[config.mk]
export PLATFORM = sky130hd
export DESIGN_NAME = outq_top
export DESIGN_NICKNAME = d
export VERILOG_FILES = /design/src/hdl/outq_pkg.sv /design/src/hdl/fifo_rd_if.sv /design/src/hdl/output_fifo.sv /design/src/hdl/lane_alu.sv /design/src/hdl/out_arbiter.sv /design/src/hdl/outq_top.sv
export SDC_FILE = /design/constraint.sdc
export NUM_CORES = 1
export LEC_CHECK = 0
export BUFFER_PORTS_ARGS = -buffer_cell sky130_fd_sc_hd__buf_2
export CAP_MARGIN = 40
export CORE_ASPECT_RATIO = 1.2
export CORE_MARGIN = 5
export CORE_UTILIZATION = 56
export CTS_CLUSTER_SIZE = 25
export DETAILED_ROUTE_END_ITERATION = 16
export GPL_TIMING_DRIVEN = 0
export PLACE_DENSITY = 0.74
export SYNTH_ARGS = -nofsm -noshare
export SYNTH_HDL_FRONTEND = slang
export SYNTH_SLANG_ARGS = --single-unit
[constraint.sdc]
create_clock -name clk_i -period 9.35 [get_ports clk_i]
set_clock_uncertainty 0.15 [all_clocks]
set_input_delay 0.935 -clock clk_i [delete_from_list [all_inputs] [get_ports clk_i]]
set_output_delay 0.935 -clock clk_i [all_outputs]
set_load 0.03 [all_outputs]
[src/hdl/outq_pkg.sv]
package outq_pkg;

    // Lane count, fixed at build time
    localparam int unsigned NUM_LANES = 3;

    // Sample and result width
    localparam int unsigned DATA_W = 18;

    // Entries per output FIFO, power of two and at least 2
    localparam int unsigned FIFO_DEPTH = 4;

    // FIFO pointer width follows the depth
    localparam int unsigned PTR_W = $clog2(FIFO_DEPTH);

    // Lane number width, enough for NUM_LANES
    localparam int unsigned LANE_W = 2;

    typedef logic [LANE_W-1:0] lane_id_t;

    // Saturation limits for signed results
    localparam logic signed [DATA_W-1:0] DATA_MAX = {1'b0, {(DATA_W-1){1'b1}}};
    localparam logic signed [DATA_W-1:0] DATA_MIN = {1'b1, {(DATA_W-1){1'b0}}};

    // Lane opcodes
    typedef enum logic [1:0] {
        OP_PASS = 2'd0,
        OP_NEG  = 2'd1,
        OP_ABS  = 2'd2,
        OP_DBL  = 2'd3
    } alu_op_e;

endpackage

[src/hdl/fifo_rd_if.sv]
interface fifo_rd_if;

    import outq_pkg::*;

    // Head entry payload
    logic [DATA_W-1:0] data;
    // Head entry occupied
    logic              valid;
    // Two or more entries occupied
    logic              request_wait;
    // Retire head, one pulse per entry
    logic              en_read;

    // FIFO side
    modport fifo (
        output data, valid, request_wait,
        input  en_read
    );

    // Arbiter side
    modport arb (
        input  data, valid, request_wait,
        output en_read
    );

endinterface

[src/hdl/output_fifo.sv]
module output_fifo (
    input  logic                        clk_i,
    input  logic                        rst_ni,

    // Write side, valid/ready
    input  logic [outq_pkg::DATA_W-1:0] data_i,
    input  logic                        valid_i,
    output logic                        ready_o,

    // Read side toward the arbiter
    fifo_rd_if.fifo                     rd
);

    import outq_pkg::*;

    // Entry storage, payload only
    logic [DATA_W-1:0]     mem_q [FIFO_DEPTH];
    // One occupied flag per entry
    logic [FIFO_DEPTH-1:0] valid_q;
    logic [PTR_W-1:0]      wr_ptr_q;
    logic [PTR_W-1:0]      rd_ptr_q;

    logic do_write;
    logic do_read;

    // Write only into a free slot
    assign ready_o  = ~valid_q[wr_ptr_q];
    assign do_write = valid_i & ready_o;

    // Retire only an occupied head
    assign do_read  = rd.en_read & valid_q[rd_ptr_q];

    assign rd.data  = mem_q[rd_ptr_q];
    assign rd.valid = valid_q[rd_ptr_q];

    // More than one bit set means at least two entries waiting
    assign rd.request_wait = (valid_q & (valid_q - 1'b1)) != '0;

    always_ff @(posedge clk_i or negedge rst_ni) begin
        if (!rst_ni) begin
            valid_q  <= '0;
            wr_ptr_q <= '0;
            rd_ptr_q <= '0;
        end else begin
            // Write and read never touch the same slot in one cycle
            if (do_write) begin
                valid_q[wr_ptr_q] <= 1'b1;
                wr_ptr_q          <= wr_ptr_q + 1'b1;
            end
            if (do_read) begin
                valid_q[rd_ptr_q] <= 1'b0;
                rd_ptr_q          <= rd_ptr_q + 1'b1;
            end
        end
    end

    always_ff @(posedge clk_i) begin
        if (do_write) begin
            mem_q[wr_ptr_q] <= data_i;
        end
    end

    // Arbiter must not strobe an empty head
    a_no_read_empty: assert property (@(posedge clk_i) disable iff (!rst_ni)
        rd.en_read |-> rd.valid)
        else $error("output_fifo: read strobe on empty head");

    // Producer keeps its offer while this FIFO is full
    a_wr_hold: assert property (@(posedge clk_i) disable iff (!rst_ni)
        valid_i && !ready_o |=> valid_i && $stable(data_i))
        else $error("output_fifo: write data dropped while stalled");

endmodule

[src/hdl/lane_alu.sv]
module lane_alu (
    input  logic                        clk_i,
    input  logic                        rst_ni,

    // Sample input, valid/ready
    input  logic                        in_valid_i,
    output logic                        in_ready_o,
    input  outq_pkg::alu_op_e           in_op_i,
    input  logic [outq_pkg::DATA_W-1:0] in_data_i,

    // Result toward the lane FIFO
    output logic                        out_valid_o,
    input  logic                        out_ready_i,
    output logic [outq_pkg::DATA_W-1:0] out_data_o
);

    import outq_pkg::*;

    logic signed [DATA_W-1:0] din;
    logic signed [DATA_W-1:0] neg_sat;
    logic signed [DATA_W-1:0] result;
    logic                     dbl_ovf;
    logic                     load;

    logic                     out_valid_q;
    logic [DATA_W-1:0]        out_data_q;

    assign din = in_data_i;

    // Negation overflows only for the most negative input
    assign neg_sat = (din == DATA_MIN) ? DATA_MAX : -din;

    // Doubling overflows when the top two bits differ
    assign dbl_ovf = din[DATA_W-1] ^ din[DATA_W-2];

    always_comb begin
        unique case (in_op_i)
            OP_PASS: result = din;
            OP_NEG:  result = neg_sat;
            OP_ABS:  result = din[DATA_W-1] ? neg_sat : din;
            OP_DBL: begin
                if (dbl_ovf) begin
                    result = din[DATA_W-1] ? DATA_MIN : DATA_MAX;
                end else begin
                    result = {din[DATA_W-2:0], 1'b0};
                end
            end
            default: result = din;
        endcase
    end

    // Accept when empty or draining this cycle
    assign in_ready_o = ~out_valid_q | out_ready_i;
    assign load       = in_valid_i & in_ready_o;

    always_ff @(posedge clk_i or negedge rst_ni) begin
        if (!rst_ni) begin
            out_valid_q <= 1'b0;
        end else if (load) begin
            out_valid_q <= 1'b1;
        end else if (out_ready_i) begin
            out_valid_q <= 1'b0;
        end
    end

    always_ff @(posedge clk_i) begin
        if (load) begin
            out_data_q <= result;
        end
    end

    assign out_valid_o = out_valid_q;
    assign out_data_o  = out_data_q;

    // Held result while the FIFO is full
    a_out_hold: assert property (@(posedge clk_i) disable iff (!rst_ni)
        out_valid_o && !out_ready_i |=> out_valid_o && $stable(out_data_o))
        else $error("lane_alu: output changed while stalled");

endmodule

[src/hdl/out_arbiter.sv]
module out_arbiter (
    input  logic                        clk_i,
    input  logic                        rst_ni,

    // FIFO read sides, one per lane
    fifo_rd_if.arb                      rd [outq_pkg::NUM_LANES],

    // Shared output port, valid/ready
    output logic                        out_valid_o,
    input  logic                        out_ready_i,
    output logic [outq_pkg::DATA_W-1:0] out_data_o,
    output outq_pkg::lane_id_t          out_lane_o
);

    import outq_pkg::*;

    // Flattened view of the interface array
    logic [NUM_LANES-1:0] head_valid;
    logic [NUM_LANES-1:0] head_wait;
    logic [DATA_W-1:0]    head_data [NUM_LANES];
    logic [NUM_LANES-1:0] read_strobe;

    logic [NUM_LANES-1:0] urgent;
    logic [NUM_LANES-1:0] cand;
    lane_id_t             grant_lane;
    logic                 grant_any;
    logic                 out_free;
    logic                 take;

    lane_id_t             last_q;
    logic                 out_valid_q;
    logic [DATA_W-1:0]    out_data_q;
    lane_id_t             out_lane_q;

    for (genvar g = 0; g < NUM_LANES; g++) begin : g_lane
        assign head_valid[g] = rd[g].valid;
        assign head_wait[g]  = rd[g].request_wait;
        assign head_data[g]  = rd[g].data;
        assign rd[g].en_read = read_strobe[g];
    end

    // Urgent lanes first, otherwise any lane with a head entry
    assign urgent = head_valid & head_wait;
    assign cand   = (urgent != '0) ? urgent : head_valid;

    // Round robin starting one past the last winner
    always_comb begin : pick
        int unsigned idx;
        grant_lane = '0;
        grant_any  = 1'b0;
        for (int unsigned off = 1; off <= NUM_LANES; off++) begin
            idx = (int'(last_q) + off) % NUM_LANES;
            if (!grant_any && cand[idx]) begin
                grant_any  = 1'b1;
                grant_lane = lane_id_t'(idx);
            end
        end
    end

    // Output register free now or at this edge
    assign out_free = ~out_valid_q | out_ready_i;
    assign take     = grant_any & out_free;

    always_comb begin
        read_strobe = '0;
        if (take) begin
            read_strobe[grant_lane] = 1'b1;
        end
    end

    always_ff @(posedge clk_i or negedge rst_ni) begin
        if (!rst_ni) begin
            out_valid_q <= 1'b0;
            // Lane 0 goes first after reset
            last_q      <= lane_id_t'(NUM_LANES - 1);
        end else if (take) begin
            out_valid_q <= 1'b1;
            last_q      <= grant_lane;
        end else if (out_ready_i) begin
            out_valid_q <= 1'b0;
        end
    end

    always_ff @(posedge clk_i) begin
        if (take) begin
            out_data_q <= head_data[grant_lane];
            out_lane_q <= grant_lane;
        end
    end

    assign out_valid_o = out_valid_q;
    assign out_data_o  = out_data_q;
    assign out_lane_o  = out_lane_q;

    // At most one FIFO retired per cycle and urgent lanes served first
    a_read_pick: assert property (@(posedge clk_i) disable iff (!rst_ni)
        $onehot0(read_strobe) &&
        ((read_strobe & ~head_wait) == '0 || (head_valid & head_wait) == '0))
        else $error("out_arbiter: read strobe not one-hot or not urgent first");

    // Result and lane held while the consumer stalls
    a_out_hold: assert property (@(posedge clk_i) disable iff (!rst_ni)
        out_valid_o && !out_ready_i |=>
            out_valid_o && $stable(out_data_o) && $stable(out_lane_o))
        else $error("out_arbiter: output changed while stalled");

endmodule

[src/hdl/outq_top.sv]
module outq_top (
    input  logic                                                   clk_i,
    input  logic                                                   rst_ni,

    // Lane inputs, indexed by lane
    input  logic [outq_pkg::NUM_LANES-1:0]                         in_valid_i,
    output logic [outq_pkg::NUM_LANES-1:0]                         in_ready_o,
    input  outq_pkg::alu_op_e [outq_pkg::NUM_LANES-1:0]            in_op_i,
    input  logic [outq_pkg::NUM_LANES-1:0][outq_pkg::DATA_W-1:0]   in_data_i,

    // Collected results with source lane
    output logic                                                   out_valid_o,
    input  logic                                                   out_ready_i,
    output logic [outq_pkg::DATA_W-1:0]                            out_data_o,
    output outq_pkg::lane_id_t                                     out_lane_o
);

    import outq_pkg::*;

    // ALU to FIFO links
    logic [NUM_LANES-1:0] alu_valid;
    logic [NUM_LANES-1:0] alu_ready;
    logic [DATA_W-1:0]    alu_data [NUM_LANES];

    // FIFO read sides shared with the arbiter
    fifo_rd_if rd_if [NUM_LANES] ();

    for (genvar g = 0; g < NUM_LANES; g++) begin : g_lane

        lane_alu u_alu (
            .clk_i       (clk_i),
            .rst_ni      (rst_ni),
            .in_valid_i  (in_valid_i[g]),
            .in_ready_o  (in_ready_o[g]),
            .in_op_i     (in_op_i[g]),
            .in_data_i   (in_data_i[g]),
            .out_valid_o (alu_valid[g]),
            .out_ready_i (alu_ready[g]),
            .out_data_o  (alu_data[g])
        );

        // Back-pressure reaches the ALU through ready_o
        output_fifo u_fifo (
            .clk_i   (clk_i),
            .rst_ni  (rst_ni),
            .data_i  (alu_data[g]),
            .valid_i (alu_valid[g]),
            .ready_o (alu_ready[g]),
            .rd      (rd_if[g])
        );

    end

    out_arbiter u_arb (
        .clk_i       (clk_i),
        .rst_ni      (rst_ni),
        .rd          (rd_if),
        .out_valid_o (out_valid_o),
        .out_ready_i (out_ready_i),
        .out_data_o  (out_data_o),
        .out_lane_o  (out_lane_o)
    );

endmodule

Yosys cells after proc, flatten, opt, wreduce, memory -nomap -nowiden

Memories as Yosys holds them, arrays and structs flattened.
Index checks and enable logic that the tools add are counted.
W data, S select, Z words.

Add/sub/neg operators: 15
Divide/modulo/power cells: 3
$lt $le $gt $ge: 18
Equal/unequal tests: 15
Multiplexer cells: 78
Bitwise gates (word level): 38
Reductions and logical operators: 19

Operators by type and width:

| kind                    | number |
|---|---|
| $mux W18                | 14 |
| $pmux W18 S4            | 3 |
| $lt A32 B3 Y1 const B   | 3 |
| $mod A32 B2 Y32 const B | 3 |
| $eq A18 B18 Y1 const B  | 3 |
| $neg A18 Y18            | 3 |
| $bmux W18 S2            | 1 |
| $mux W1                 | 33 |
| $and A4 B4 Y4           | 6 |
| $mux W4                 | 6 |
| $lt A2 B3 Y1 const B    | 7 |
| $bmux W1 S2             | 9 |
| $demux W1 S2            | 7 |
| $ge A2 B1 Y1 const B    | 7 |
| $add A2 B1 Y2 const B   | 6 |
| $eq A2 B2 Y1 const B    | 6 |
| $not A4 Y4              | 3 |
| $or A4 B4 Y4            | 3 |
| $reduce_bool A4 Y1      | 3 |
| $sub A4 B1 Y4 const B   | 3 |
| $and A1 B1 Y1           | 10 |
| $logic_and A1 B1 Y1     | 9 |
| $not A1 Y1              | 7 |
| $add A2 B2 Y3 const B   | 2 |
| 14 further kinds        | 29 |

Register bits: 104
RAM bits: 216
Input port bits: 66
Memories kept: 3

Memory list:

| name                   | depth | bits a word | read ports | clocked after memory_dff | wr ports | line              | source |
|---|---|---|---|---|---|---|---|
| g_lane[0].u_fifo.mem_q | 4     | 18          | 1          | 0                        | 1        | output_fifo.sv:17 | `logic [DATA_W-1:0] mem_q [FIFO_DEPTH];` |
| g_lane[1].u_fifo.mem_q | 4     | 18          | 1          | 0                        | 1        | output_fifo.sv:17 |  |
| g_lane[2].u_fifo.mem_q | 4     | 18          | 1          | 0                        | 1        | output_fifo.sv:17 |  |

Logic depth before layout (Yosys ltp)

Gate-level depths: netlist (run 1).

Depth in word-level cells: 22
Mapped depth: 10
Gate-level depth less buffers: 9

Cells and area by module

Synthesis (run 1) repeated with hierarchy kept, for this count alone.

Cell total of the unflattened synthesis: 1332
Area, all modules: 16816.1 um^2

By module, submodules not included:

| module                         | times used | cells an instance | area each (um^2) |
|---|---|---|---|
| lane_alu                       | 3          | 232               | 1835.5 |
| output_fifo (g_lane[1].u_fifo) | 1          | 158               | 3306.9 |
| output_fifo (g_lane[0].u_fifo) | 1          | 162               | 3285.7 |
| output_fifo (g_lane[2].u_fifo) | 1          | 162               | 3281.9 |
| out_arbiter                    | 1          | 154               | 1435.1 |

Worst setup path after synthesis (run 1)

OpenSTA, ideal clock, no wires.

Path type: reg2reg
Start: register g_lane[2].u_fifo.rd_ptr_q[0]
End: register g_lane[0].u_fifo.rd_ptr_q[1]
Library setup time: 125 ps
Data arrival time: 3044 ps
Required time: 9075 ps
Slack: 6031 ps
Stages on the path, launching flop included: 9
Path buffers: 1
Cells stage by stage: dfrtp_1 mux4_2 o211a_2 o311ai_1 o31ai_1 nor4b_4 and3b_1 buf_4 mux2_4

Elaborated cells on any way between the ends: 29
Those cells by class: order compare: 2; mux: 18; bitwise: 3; reduce/logical: 6

RTL lines:

| item                            | line              | source |
|---|---|---|
| start: declaration              | output_fifo.sv:21 | `logic [PTR_W-1:0] rd_ptr_q;` |
| start signal: assignment        | output_fifo.sv:52 | `rd_ptr_q <= rd_ptr_q + 1'b1;` |
| $bmux W1 S2 *                   | output_fifo.sv:34 | `assign rd.valid = valid_q[rd_ptr_q];` |
| $mux W1 (not written as such) * | output_fifo.sv:34 |  |
| $and A3 B3 Y3                   | out_arbiter.sv:43 | `assign urgent = head_valid & head_wait;` |
| $reduce_bool A3 Y1              | out_arbiter.sv:44 | `assign cand = (urgent != '0) ? urgent : head_valid;` |
| $mux W3 *                       | out_arbiter.sv:44 |  |
| $bmux W1 S2                     | out_arbiter.sv:53 | `if (!grant_any && cand[idx]) begin` |
| $mux W1 (not written as such)   | out_arbiter.sv:53 |  |
| $mux W1                         | out_arbiter.sv:53 |  |
| (+2 left out)                   | --                |  |
| $mux W1                         | out_arbiter.sv:53 |  |
| $logic_not A1 Y1                | out_arbiter.sv:53 |  |
| $logic_and A1 B1 Y1             | out_arbiter.sv:53 |  |
| $mux W1 *                       | out_arbiter.sv:53 |  |
| $and A1 B1 Y1 *                 | out_arbiter.sv:62 | `assign take = grant_any & out_free;` |
| via u_arb.take                  | out_arbiter.sv:28 | `logic take;` |
| $mux W3 *                       | out_arbiter.sv:66 | `if (take) begin` |
| $and A1 B1 Y1 *                 | output_fifo.sv:31 | `assign do_read = rd.en_read & valid_q[rd_ptr_q];` |
| end signal: assignment          | output_fifo.sv:52 |  |
| end: declaration                | output_fifo.sv:21 |  |

Mark *: on every way through the listed nets, which the timed path passes. The rest lies on a longest branch. The select of a mux whose other input is x is not followed.
A chain may end at the register's enable or synchronous reset.

Final worst setup path (run 1)

Same ends and word-level chain as after synthesis.

==> results of run 1 <==
[logic make-up after synthesis]
kind of cell,share of synthesized area [%]
AO/OA/AOI/OAI,12.74
XOR/XNOR,0.5622
adder cells (fa/ha/maj),3.244
buffers and inverters,3.051
flip-flops,60.72
multiplexers,10.13
AND/OR/NAND/NOR,9.556
[layout by cell type (no fill, tap or decap), types with 6 or more instances in the layout]
cell type,instances
o311ai_0,10
clkbuf_1,55
mux2i_1,19
buf_2,86
and3_1,6
and2_1,20
o211ai_1,8
a21oi_1,87
or3_1,10
clkbuf_16,31
nor2b_1,11
o31ai_1,8
buf_8,13
dfrtp_1,29
clkinv_2,6
nor2_1,70
a2bb2oi_1,12
nand3_1,34
xnor2_1,9
a31oi_1,7
mux4_2,60
buf_1,6
a221oi_1,18
nand2b_1,9
edfxtp_1,290
ha_1,38
nor3_1,19
nand2_1,83
a22o_1,12
o22ai_1,7
clkinv_1,7
o21ai_0,104
inv_1,45
nand4_1,6
[metrics by stage]
stage | setup slack [ps] | power, mW | util [%]
2_1_floorplan | 6031 | 3.943 | -
3_3_place_gp | 5235 | 4.545 | 59.33
3_5_place_dp | 5727 | 4.698 | 60.10
4_1_cts | 6068 | 5.996 | 63.89
5_1_grt | 5863 | 6.277 | 63.89
6_report | 6081 | 5.977 | 63.89
[sequential cells by signal, summed over array words and instances (netlist names)]
register	flops
g_lane.u_fifo.mem_q	216
g_lane.u_alu.out_data_o	54
u_arb.out_data_o	18
g_lane.u_fifo.valid_q	12
g_lane.u_fifo.rd_ptr_q	6
g_lane.u_fifo.wr_ptr_q	6
g_lane.u_alu.out_valid_o	3
u_arb.last_q	2
u_arb.out_lane_o	2
u_arb.out_valid_o	1
[cell type report]
class                      count  share of cell area, %
clock inverter                21                  1.352
tap                          345                  2.442
timing repair buffer          94                  3.469
buffer                        70                  1.713
sequential                   320                  53.52
inverter                      46                 0.9769
clock buffer                  35                  4.587
multi-input combinational    748                  31.94
[power groups by stage]
stage	logic [mW]	clock network, mW	registers, mW
floorplan	1.45	0	2.49
global placement	2.10	0	2.45
detailed placement	2.22	0	2.47
CTS	2.25	1.29	2.46
global route	2.42	1.35	2.50
finish	2.25	1.27	2.46
[per-layer routing]
layer / vias to the layer above / GRT usage (%) / routed length, um
li1: 4851 / - / -
met1: 5235 / 34.85 / 15240
met2: 520 / 38.66 / 17850
met3: 73 / 2.115 / 2549
met4: 0 / 5.630 / 977
met5: - / 0 / 0
[path summary, 6_finish.rpt]
check,endpoint,cells past startpoint
worst min-delay path,g_lane[2].u_alu.out_valid_o,1
worst max-delay path,g_lane[0].u_fifo.rd_ptr_q[1],8
max in group asynchronous,g_lane[1].u_alu.out_valid_o,1
min in group clk_i,g_lane[1].u_fifo.mem_q[1][3],0
worst max register to register,g_lane[0].u_fifo.rd_ptr_q[1],8
worst min register to register,g_lane[1].u_fifo.mem_q[1][3],0
==> results.sh, run 1 <==
export IMPL_syn_nets=1288
export IMPL_drc=0
export IMPL_core_area_mm2=0.02766
export IMPL_status="finished, final reports clean"
export IMPL_cp_num_buf_inv=1
export IMPL_p_sw_share_pct=34.98
export IMPL_maxCapViolations=0
export IMPL_io_pins=90
export IMPL_diodes=0
export IMPL_synthArstFlopShare_pct=9.375
export IMPL_holdWs_ps=295.0
export IMPL_timing_rr_start="g_lane[2].u_fifo.rd_ptr_q[0]"
export IMPL_synth_area_leaders="edfxtp_1 (56%), mux4_2 (8.7%), dfrtp_1 (4.7%), o21ai_0 (3.3%), ha_1 (3.1%)"
export IMPL_synth_most_common_cell="edfxtp_1"
export IMPL_rsz0062_at_grt="false"
export IMPL_layout_cells_non_filler=1679
export IMPL_grt_start_max_net_pins=31
export IMPL_cp_required_ps=9630
export IMPL_placedCellCount=1623
export IMPL_hp_class="in -> async"
export IMPL_drive_gt1_share_pct=17.24
export IMPL_worst_path_max_fanout=10
export IMPL_synth_edf_count=290
export IMPL_pwr_share_comb_pct=37.7
export IMPL_start_kind="flip-flop"
export IMPL_cts_tree="built"
export IMPL_cts_sinks=320
export IMPL_area_growth_pct=13.44
export IMPL_place_congestion=0.9672
export IMPL_p_seq_share_pct=41.1
export IMPL_post_route_cell_area_mm2=0.01768
export IMPL_layout_min_cycle_time_ps=3269
export IMPL_netlist_instances=1184
export IMPL_portBuffers=80
export IMPL_netlist_area_mm2=0.01558
export IMPL_synth_seq_cells=320
export IMPL_setup_viol=0
export IMPL_vdd_drop_max_mv=0.2153
export IMPL_synthFlopType="edfxtp_1"
export IMPL_final_net_count=1414
export IMPL_synth_top_cell_area_share_pct=55.89
export IMPL_clk_path_buf_depth=3
export IMPL_drtIter0Drc=1316
export IMPL_critPathMaxStageDelay_ps=600
export IMPL_row_count=67
export IMPL_multi_input_area_mm2=0.005645
export IMPL_cp_end_kind="flip-flop"
export IMPL_synth_distinct_cells=69
export IMPL_synth_area_leader_cell="edfxtp_1"
export IMPL_p_leak_nw=6.249
export IMPL_finalCritPeriodShare_pct=34.96
export IMPL_die_y_um=192.7
export IMPL_wl_um=36610
export IMPL_slew_viol_final=0
export IMPL_cts_hold_fix_buffers=0
export IMPL_dp_hpwl_um=25740
export IMPL_grt_pass1_vias=10197
export IMPL_timing_fmax_ghz=0.3059
export IMPL_power_switching_mw=2.091
export IMPL_tightestPinTransition_ps=873.7
export IMPL_maxSlewHeadroom_pct=41.76
export IMPL_clkPwrFrac_pct=21.2
export IMPL_nFillCells=2054
export IMPL_r2r_setup_slack_ps=6080
export IMPL_avgSynthCellArea_um2=13.16
export IMPL_power_density_mw_per_mm2=338.2
export IMPL_setup_tns_ps=0
export IMPL_antenna_found_initial=0
export IMPL_yosysWarnings=0
export IMPL_grt_first_pass_wirelength_um=58210
export IMPL_grt_overflow=0
export IMPL_p_int_mw=3.886
export IMPL_antenna_left=0
export IMPL_yosys_top_cells_count="edfxtp_1 (290), o21ai_0 (104), a21oi_1 (87), nand2_1 (83), nor2_1 (70)"
export IMPL_cts_max_level=1
export IMPL_crit_family="multiplexers"
export IMPL_die_area_mm2=0.03127
export IMPL_die_w_um=162.3
export IMPL_via_count=10679
export IMPL_clk_pin_slew_ps=60
export IMPL_critical_path_class="reg -> reg"
export IMPL_worstPathCellList="mux4_2 -> o211a_2 -> o311ai_1 -> o31ai_1 -> nor4b_4 -> and3b_1 -> buf_4 -> mux2_4"
export IMPL_cts_buffers=30
export IMPL_cts_setup_buffers=0
export IMPL_critPathLaunch="g_lane[2].u_fifo.rd_ptr_q[0]"
export IMPL_cts_root_buf="clkbuf_16"
export IMPL_clk_latency_ps=550
export IMPL_viasPerCell=6.360
export IMPL_initial_core_util_pct=56.32
export IMPL_hold_viol_final=0
export IMPL_placed_area_mm2=0.01663
export IMPL_synth_seq_area_share_pct=60.72
export IMPL_cts_resized=0
export IMPL_slowest_stage="nor4b_4"
export IMPL_critPathArrivalTime_ps=3550
export IMPL_wl_per_cell_um=21.81
export IMPL_seq_area_mm2=0.009460
export IMPL_first_pass_iters=6
export IMPL_grt_util_all_layers_pct=23.61
Power figures use the tool's default switching activity.
==> run 2: changes to the inputs <==
--- a/config.mk
+++ b/config.mk
@@ -9,11 +9,11 @@
 export CAP_MARGIN = 40
 export CORE_ASPECT_RATIO = 1.2
 export CORE_MARGIN = 5
-export CORE_UTILIZATION = 56
+export CORE_UTILIZATION = 55
 export CTS_CLUSTER_SIZE = 25
 export DETAILED_ROUTE_END_ITERATION = 16
 export GPL_TIMING_DRIVEN = 0
-export PLACE_DENSITY = 0.74
+export PLACE_DENSITY = 0.76
 export SYNTH_ARGS = -nofsm -noshare
 export SYNTH_HDL_FRONTEND = slang
 export SYNTH_SLANG_ARGS = --single-unit
==> constraint.sdc (replaced) <==
create_clock -name clk_i -period 3 [get_ports clk_i]
set_clock_uncertainty 0.15 [all_clocks]
set_input_delay 0.3 -clock clk_i [delete_from_list [all_inputs] [get_ports clk_i]]
set_output_delay 0.3 -clock clk_i [all_outputs]
set_load 0.03 [all_outputs]
==> results.sh, run 2 (same netlist as run 1, synthesis figures left out) <==
export IMPL_antenna_left=0
export IMPL_drc=0
export IMPL_grt_pass1_vias=10371
export IMPL_critical_path_class="reg -> reg"
export IMPL_grt_overflow=0
export IMPL_setup_viol=0
export IMPL_slew_viol_final=0
export IMPL_die_w_um=163.7
export IMPL_area_growth_pct=14.44
export IMPL_cts_buffers=28
export IMPL_critPathMaxStageDelay_ps=420
export IMPL_final_net_count=1435
export IMPL_p_leak_nw=6.300
export IMPL_first_pass_iters=6
export IMPL_vdd_drop_max_mv=0.6338
export IMPL_cp_end_kind="flip-flop"
export IMPL_clk_path_buf_depth=3
export IMPL_maxCapViolations=0
export IMPL_grt_first_pass_wirelength_um=58660
export IMPL_start_kind="flip-flop"
export IMPL_mostFrequentLayoutCell="edfxtp_1"
export IMPL_worstPathCellList="maj3_1 -> o21ai_2 -> o21ai_1 -> a22o_1 -> a2111oi_4 -> buf_6 -> buf_4 -> mux2i_1 -> a21oi_1"
export IMPL_totalPowerFinal_mw=18.61
export IMPL_layout_common_cells="edfxtp_1 (290), o21ai_0 (102), a21oi_1 (87), buf_2 (87), nand2_1 (83)"
export IMPL_top_register="g_lane.u_fifo.mem_q"
export IMPL_grt_start_max_net_pins=31
export IMPL_io_pins=90
export IMPL_largest_register_ffs=216
export IMPL_place_ws_ps=-307.7
export IMPL_die_area_mm2=0.03181
export IMPL_place_congestion=0.9586
export IMPL_grt_util_all_layers_pct=23.29
export IMPL_portBuffers=80
export IMPL_cts_tree="built"
export IMPL_row_count=67
export IMPL_nFillCells=2035
export IMPL_power_density_mw_per_mm2=1044
export IMPL_critPathArrivalTime_ps=3070
export IMPL_rsz0062_at_grt="true"
export IMPL_die_y_um=194.4
export IMPL_viasPerCell=6.211
export IMPL_tightestPinTransition_ps=808.5
export IMPL_via_count=10751
export IMPL_clk_latency_ps=540
export IMPL_setup_ws_ps=43.80
export IMPL_core_area_mm2=0.02792
export IMPL_finalCritPeriodShare_pct=98.54
export IMPL_timing_fmax_ghz=0.3383
export IMPL_diodes=0
export IMPL_status="finished, final reports clean"
export IMPL_hp_class="in -> reg"
export IMPL_cts_max_level=1
export IMPL_hold_viol_final=0
export IMPL_drive_gt1_share_pct=18.27
export IMPL_slowest_stage="dfrtp_1"
export IMPL_wl_per_cell_um=21.61
export IMPL_clk_pin_slew_ps=60
export IMPL_worst_path_max_fanout=5
export IMPL_layout_min_cycle_time_ps=2956
export IMPL_initial_core_util_pct=55.82
export IMPL_cts_root_buf="clkbuf_16"
export IMPL_maxSlewHeadroom_pct=45.60
export IMPL_drtIter0Drc=1207
export IMPL_cts_sinks=320
export IMPL_cp_required_ps=3120
export IMPL_antenna_found_initial=0
export IMPL_wl_um=37400
export IMPL_dp_hpwl_um=26100
==> run 2: changes by cell type in the layout (fill, tap and decap cells not counted), sizes merged <==
cell / change
clkdlybuf4s15: +1
buf: +9
dlygate4sd3: +10
bufinv: -4
clkbuf: +9
clkinv: -4
inv: -3
==> run 2: per-stage QoR <==
step	util, %	hold WS (ps)	area [um2]	setup TNS, ps	std cells
after CTS	63.58	2.513	17750	0	1724
after detailed placement	59.95	254.1	16740	-2801	1657
after floorplan	-	-145.6	15590	-719.6	1184
after global placement	58.99	257.0	16470	-14570	1643
after global routing	63.87	25.51	17830	-60.68	1731
final	63.87	15.25	17830	0	1731
==> run 2: worst paths after layout <==
kind / startpoint / endpoint / slack, ps / depth (start not counted)
worst max-delay path: g_lane[2].u_fifo.valid_q[3] / u_arb.out_data_o[3] / 40 / 9
worst min-delay path: in_data_i[1] / g_lane[0].u_alu.out_data_o[1] / 20 / 3
worst max register to register: g_lane[2].u_fifo.valid_q[3] / u_arb.out_data_o[3] / 40 / 9
worst min register to register: g_lane[1].u_alu.out_data_o[5] / g_lane[1].u_fifo.mem_q[2][5] / 340 / 0
max in group asynchronous: rst_ni / g_lane[0].u_fifo.valid_q[2] / 1960 / 2
min in group asynchronous: rst_ni / g_lane[2].u_fifo.wr_ptr_q[0] / 210 / 2
==> run 2: repair_timing <==
action | CTS | global route
endpoints found under the setup margin | 33 | 21
cloned | 1 | 0
pin swaps | 2 | 1
hold buffers | 10 | 0
hold endpoints to repair | 38 | 0
setup buffers | 5 | 7
gates resized for setup | 7 | 10
==> run 2: worst max-delay path: cells and delay by family, from the launching register on <==
kind	cells	cell delay (ps)
DFF	1	420
buffers and inverters	2	310
muxes	1	280
AOI/OAI and AO/OA	5	1100
adders and majority gates	1	420
==> run 2: report_power, final <==
part | internal, mW | switching, mW
Sequential | 6.94 | 0.715
Combinational | 3.18 | 4.40
Clock | 1.87 | 1.50
==> run 2: cell type report <==
type	count	area [um2]	area share, %
flip-flops and latches	320	9462	53.06
multi-input cells	748	5680	31.86
repair buffers	118	878.3	4.926
clock buffers	41	770.7	4.322
well taps	379	474.2	2.659
plain buffers	69	314.1	1.761
inverters	46	172.7	0.9684
clock inverters	10	78.83	0.4421
==> run 2: routing by layer <==
layer | part of all wire (%) | wire (um) | vias up | GRT usage [%]
met2 | 49 | 18390 | 550 | 37.63
met4 | 2.9 | 1072 | 0 | 6.588
met5 | 0 | 0 | - | 0
met3 | 6.8 | 2559 | 78 | 2.606
li1 | - | - | 4889 | -
met1 | 41 | 15380 | 5234 | 33.91
==> run 3: changes to the inputs <==
--- a/config.mk
+++ b/config.mk
@@ -5,15 +5,16 @@
 export SDC_FILE = /design/constraint.sdc
 export NUM_CORES = 1
 export LEC_CHECK = 0
+export ABC_AREA = 1
 export BUFFER_PORTS_ARGS = -buffer_cell sky130_fd_sc_hd__buf_2
 export CAP_MARGIN = 40
 export CORE_ASPECT_RATIO = 1.2
 export CORE_MARGIN = 5
-export CORE_UTILIZATION = 55
+export CORE_UTILIZATION = 56
 export CTS_CLUSTER_SIZE = 25
 export DETAILED_ROUTE_END_ITERATION = 16
 export GPL_TIMING_DRIVEN = 0
-export PLACE_DENSITY = 0.76
+export PLACE_DENSITY = 0.77
 export SYNTH_ARGS = -nofsm -noshare
 export SYNTH_HDL_FRONTEND = slang
 export SYNTH_SLANG_ARGS = --single-unit
==> results.sh, run 3 <==
export IMPL_portBuffers=88
export IMPL_via_count=13058
export IMPL_netlist_area_mm2=0.01605
export IMPL_worst_path_max_fanout=8
export IMPL_pwr_share_comb_pct=45.0
export IMPL_clk_latency_ps=560
export IMPL_wl_um=41340
export IMPL_critical_path_class="in -> reg"
export IMPL_synth_seq_cells=320
export IMPL_post_route_cell_area_mm2=0.01864
export IMPL_finalCritPeriodShare_pct=94.75
export IMPL_yosysWarnings=0
export IMPL_grt_util_all_layers_pct=25.34
export IMPL_syn_nets=1760
export IMPL_status="finished, final reports clean"
export IMPL_cts_buffers=30
export IMPL_placedCellCount=2141
export IMPL_area_growth_pct=16.17
export IMPL_die_y_um=195.5
export IMPL_core_area_mm2=0.02850
export IMPL_avgSynthCellArea_um2=9.692
export IMPL_layout_common_cells="nand2_1 (408), edfxtp_1 (290), o21ai_0 (160)"
export IMPL_first_pass_iters=6
export IMPL_critPathArrivalTime_ps=3120
export IMPL_synth_top_cell_area_share_pct=54.26
export IMPL_netlist_instances=1656
export IMPL_drive_gt1_share_pct=11.83
export IMPL_layout_min_cycle_time_ps=2843
export IMPL_synthArstFlopShare_pct=9.375
export IMPL_timing_fmax_ghz=0.3518
export IMPL_dp_hpwl_um=29030
export IMPL_synth_most_common_cell="nand2_1"
export IMPL_final_net_count=1932
export IMPL_io_pins=90
export IMPL_synthFlopType="edfxtp_1"
export IMPL_maxSlewHeadroom_pct=45.07
export IMPL_multi_input_area_mm2=0.005846
export IMPL_maxCapViolations=0
export IMPL_antenna_left=0
export IMPL_clk_pin_slew_ps=60
export IMPL_slew_viol_final=0
export IMPL_mostFrequentLayoutCell="nand2_1"
export IMPL_tightestPinTransition_ps=823.9
export IMPL_wl_per_cell_um=18.48
export IMPL_p_int_mw=11.75
export IMPL_synth_seq_area_share_pct=58.95
export IMPL_row_count=68
export IMPL_power_switching_mw=8.652
export IMPL_hp_class="in -> reg"
export IMPL_synth_area_leader_cell="edfxtp_1"
export IMPL_vdd_drop_max_mv=0.7595
export IMPL_grt_overflow=0
export IMPL_top_register="g_lane.u_fifo.mem_q"
export IMPL_synth_edf_count=290
export IMPL_worstHoldPathCells=3
export IMPL_reg2regPathDepth=17
export IMPL_synth_area_leaders="edfxtp_1 (54%), nand2_1 (9.7%), o21ai_0 (5.0%), dfrtp_1 (4.5%), inv_1 (3.1%)"
export IMPL_hold_viol_final=0
export IMPL_grt_first_pass_wirelength_um=65150
export IMPL_initial_core_util_pct=56.31
export IMPL_synth_distinct_cells=41
export IMPL_layout_cells_non_filler=2237
export IMPL_p_leak_nw=7.353
export IMPL_grt_pass1_vias=12433
export IMPL_clkPwrFrac_pct=18.4
export IMPL_nFillCells=2201
export IMPL_yosys_top_cells_count="nand2_1 (413), edfxtp_1 (290), o21ai_0 (161), inv_1 (132), nor2_1 (123)"
export IMPL_place_congestion=0.9219
export IMPL_p_sw_share_pct=42.40
export IMPL_totalPowerFinal_mw=20.41
export IMPL_cts_root_buf="clkbuf_16"
export IMPL_setup_viol=0
export IMPL_seq_area_mm2=0.009464
export IMPL_diodes=0
export IMPL_antenna_found_initial=0
export IMPL_die_w_um=164.5
export IMPL_largest_register_ffs=216
export IMPL_placed_area_mm2=0.01719
export IMPL_cts_tree="built"
export IMPL_die_area_mm2=0.03216
export IMPL_cp_required_ps=3270
export IMPL_cp_end_kind="flip-flop"
export IMPL_start_kind="input port"
export IMPL_drc=0
export IMPL_power_density_mw_per_mm2=1095
export IMPL_cts_max_level=1
export IMPL_drtIter0Drc=1404
export IMPL_p_seq_share_pct=36.5
export IMPL_cts_sinks=320
export IMPL_grt_start_max_net_pins=31
export IMPL_viasPerCell=5.837
export IMPL_clk_path_buf_depth=3
## run 3: cell count changes in the layout (fill, tap and decap cells not counted), moves of 40 or more
cell,delta
o21ai_0,+58
nand2_1,+325
nand4_1,+40
nand3_1,+62
mux4_2,-60
inv_1,+87
## run 3: per-layer routing
layer  wire length, um  vias up  track usage [%]
met5                 0        -                0
met4              1492        0            9.492
met3              3064      105            3.378
met2             20200      573            41.36
met1             16590     6179            34.77
li1                  -     6201                -
## run 3: path summary, 6_finish.rpt
kind                            slack [ps]                          start                              to
worst max-delay path                   160                  in_data_i[21]   g_lane[1].u_alu.out_data_o[1]
worst min-delay path                    30                  in_data_i[52]  g_lane[2].u_alu.out_data_o[16]
worst max register to register         180    g_lane[1].u_fifo.valid_q[3]            u_arb.out_data_o[13]
worst min register to register         340  g_lane[2].u_alu.out_data_o[5]    g_lane[2].u_fifo.mem_q[0][5]
max in group asynchronous             1900                         rst_ni    g_lane[1].u_fifo.rd_ptr_q[0]
min in group asynchronous              220                         rst_ni    g_lane[0].u_fifo.wr_ptr_q[1]
## run 3: timing repair
item                                    4_1_cts  5_1_grt
hold buffers                                 36        0
buffers inserted                              0        5
endpoints found under the setup margin       27       68
pin swaps                                     0        4
hold endpoints to repair                     61        0
resized for setup                             1       29
## run 3: logic make-up after synthesis
group | after synthesis | synth area share, %
flip-flops | 320 | 58.95
AND/OR/NAND/NOR | 708 | 18.55
XOR/XNOR | 21 | 1.146
AO/OA/AOI/OAI | 358 | 13.20
adder cells (fa/ha/maj) | 38 | 2.963
buffers and inverters | 211 | 5.192
## run 3: area by class of cell
type / count / share of cell area [%]
Sequential cell: 320 / 50.76
Multi-Input combinational cell: 1125 / 31.35
Tap cell: 385 / 2.584
Clock inverter: 25 / 1.121
Buffer: 72 / 1.752
Clock buffer: 31 / 4.161
Inverter: 138 / 2.778
Timing Repair Buffer: 141 / 5.490
## run 3: stage by stage
step	setup slack [ps]	hold slack [ps]	TNS (ps)	util (%)
3_5_place_dp	-64.29	275.8	-1310	60.30
5_1_grt	-1.256	19.66	-1.256	65.41
2_1_floorplan	501.4	-145.6	0	-
6_report	157.4	29.78	0	65.41
3_3_place_gp	-127.4	266.0	-1546	59.54
4_1_cts	17.57	0.1757	0	65.03
## run 3: worst max-delay path: stages
cell and delay, ps:
dlygate4sd3_1 530, buf_2 150, inv_1 120, nand4_1 170, nor2_1 130, nand2_1 110
nor2_1 240, nand3_2 240, inv_1 270, or2_2 160, o21ai_0 70, nand4_1 90
dlygate4sd3_1 540
## run 3: power groups by stage
stage | logic, mW | clock network, mW | registers, mW
after floorplan | 5.68 | 0 | 7.62
after CTS | 8.86 | 3.80 | 7.44
after detailed placement | 8.74 | 0 | 7.52
after global routing | 10.1 | 3.98 | 7.58
final | 9.19 | 3.76 | 7.46
after global placement | 8.30 | 0 | 7.49
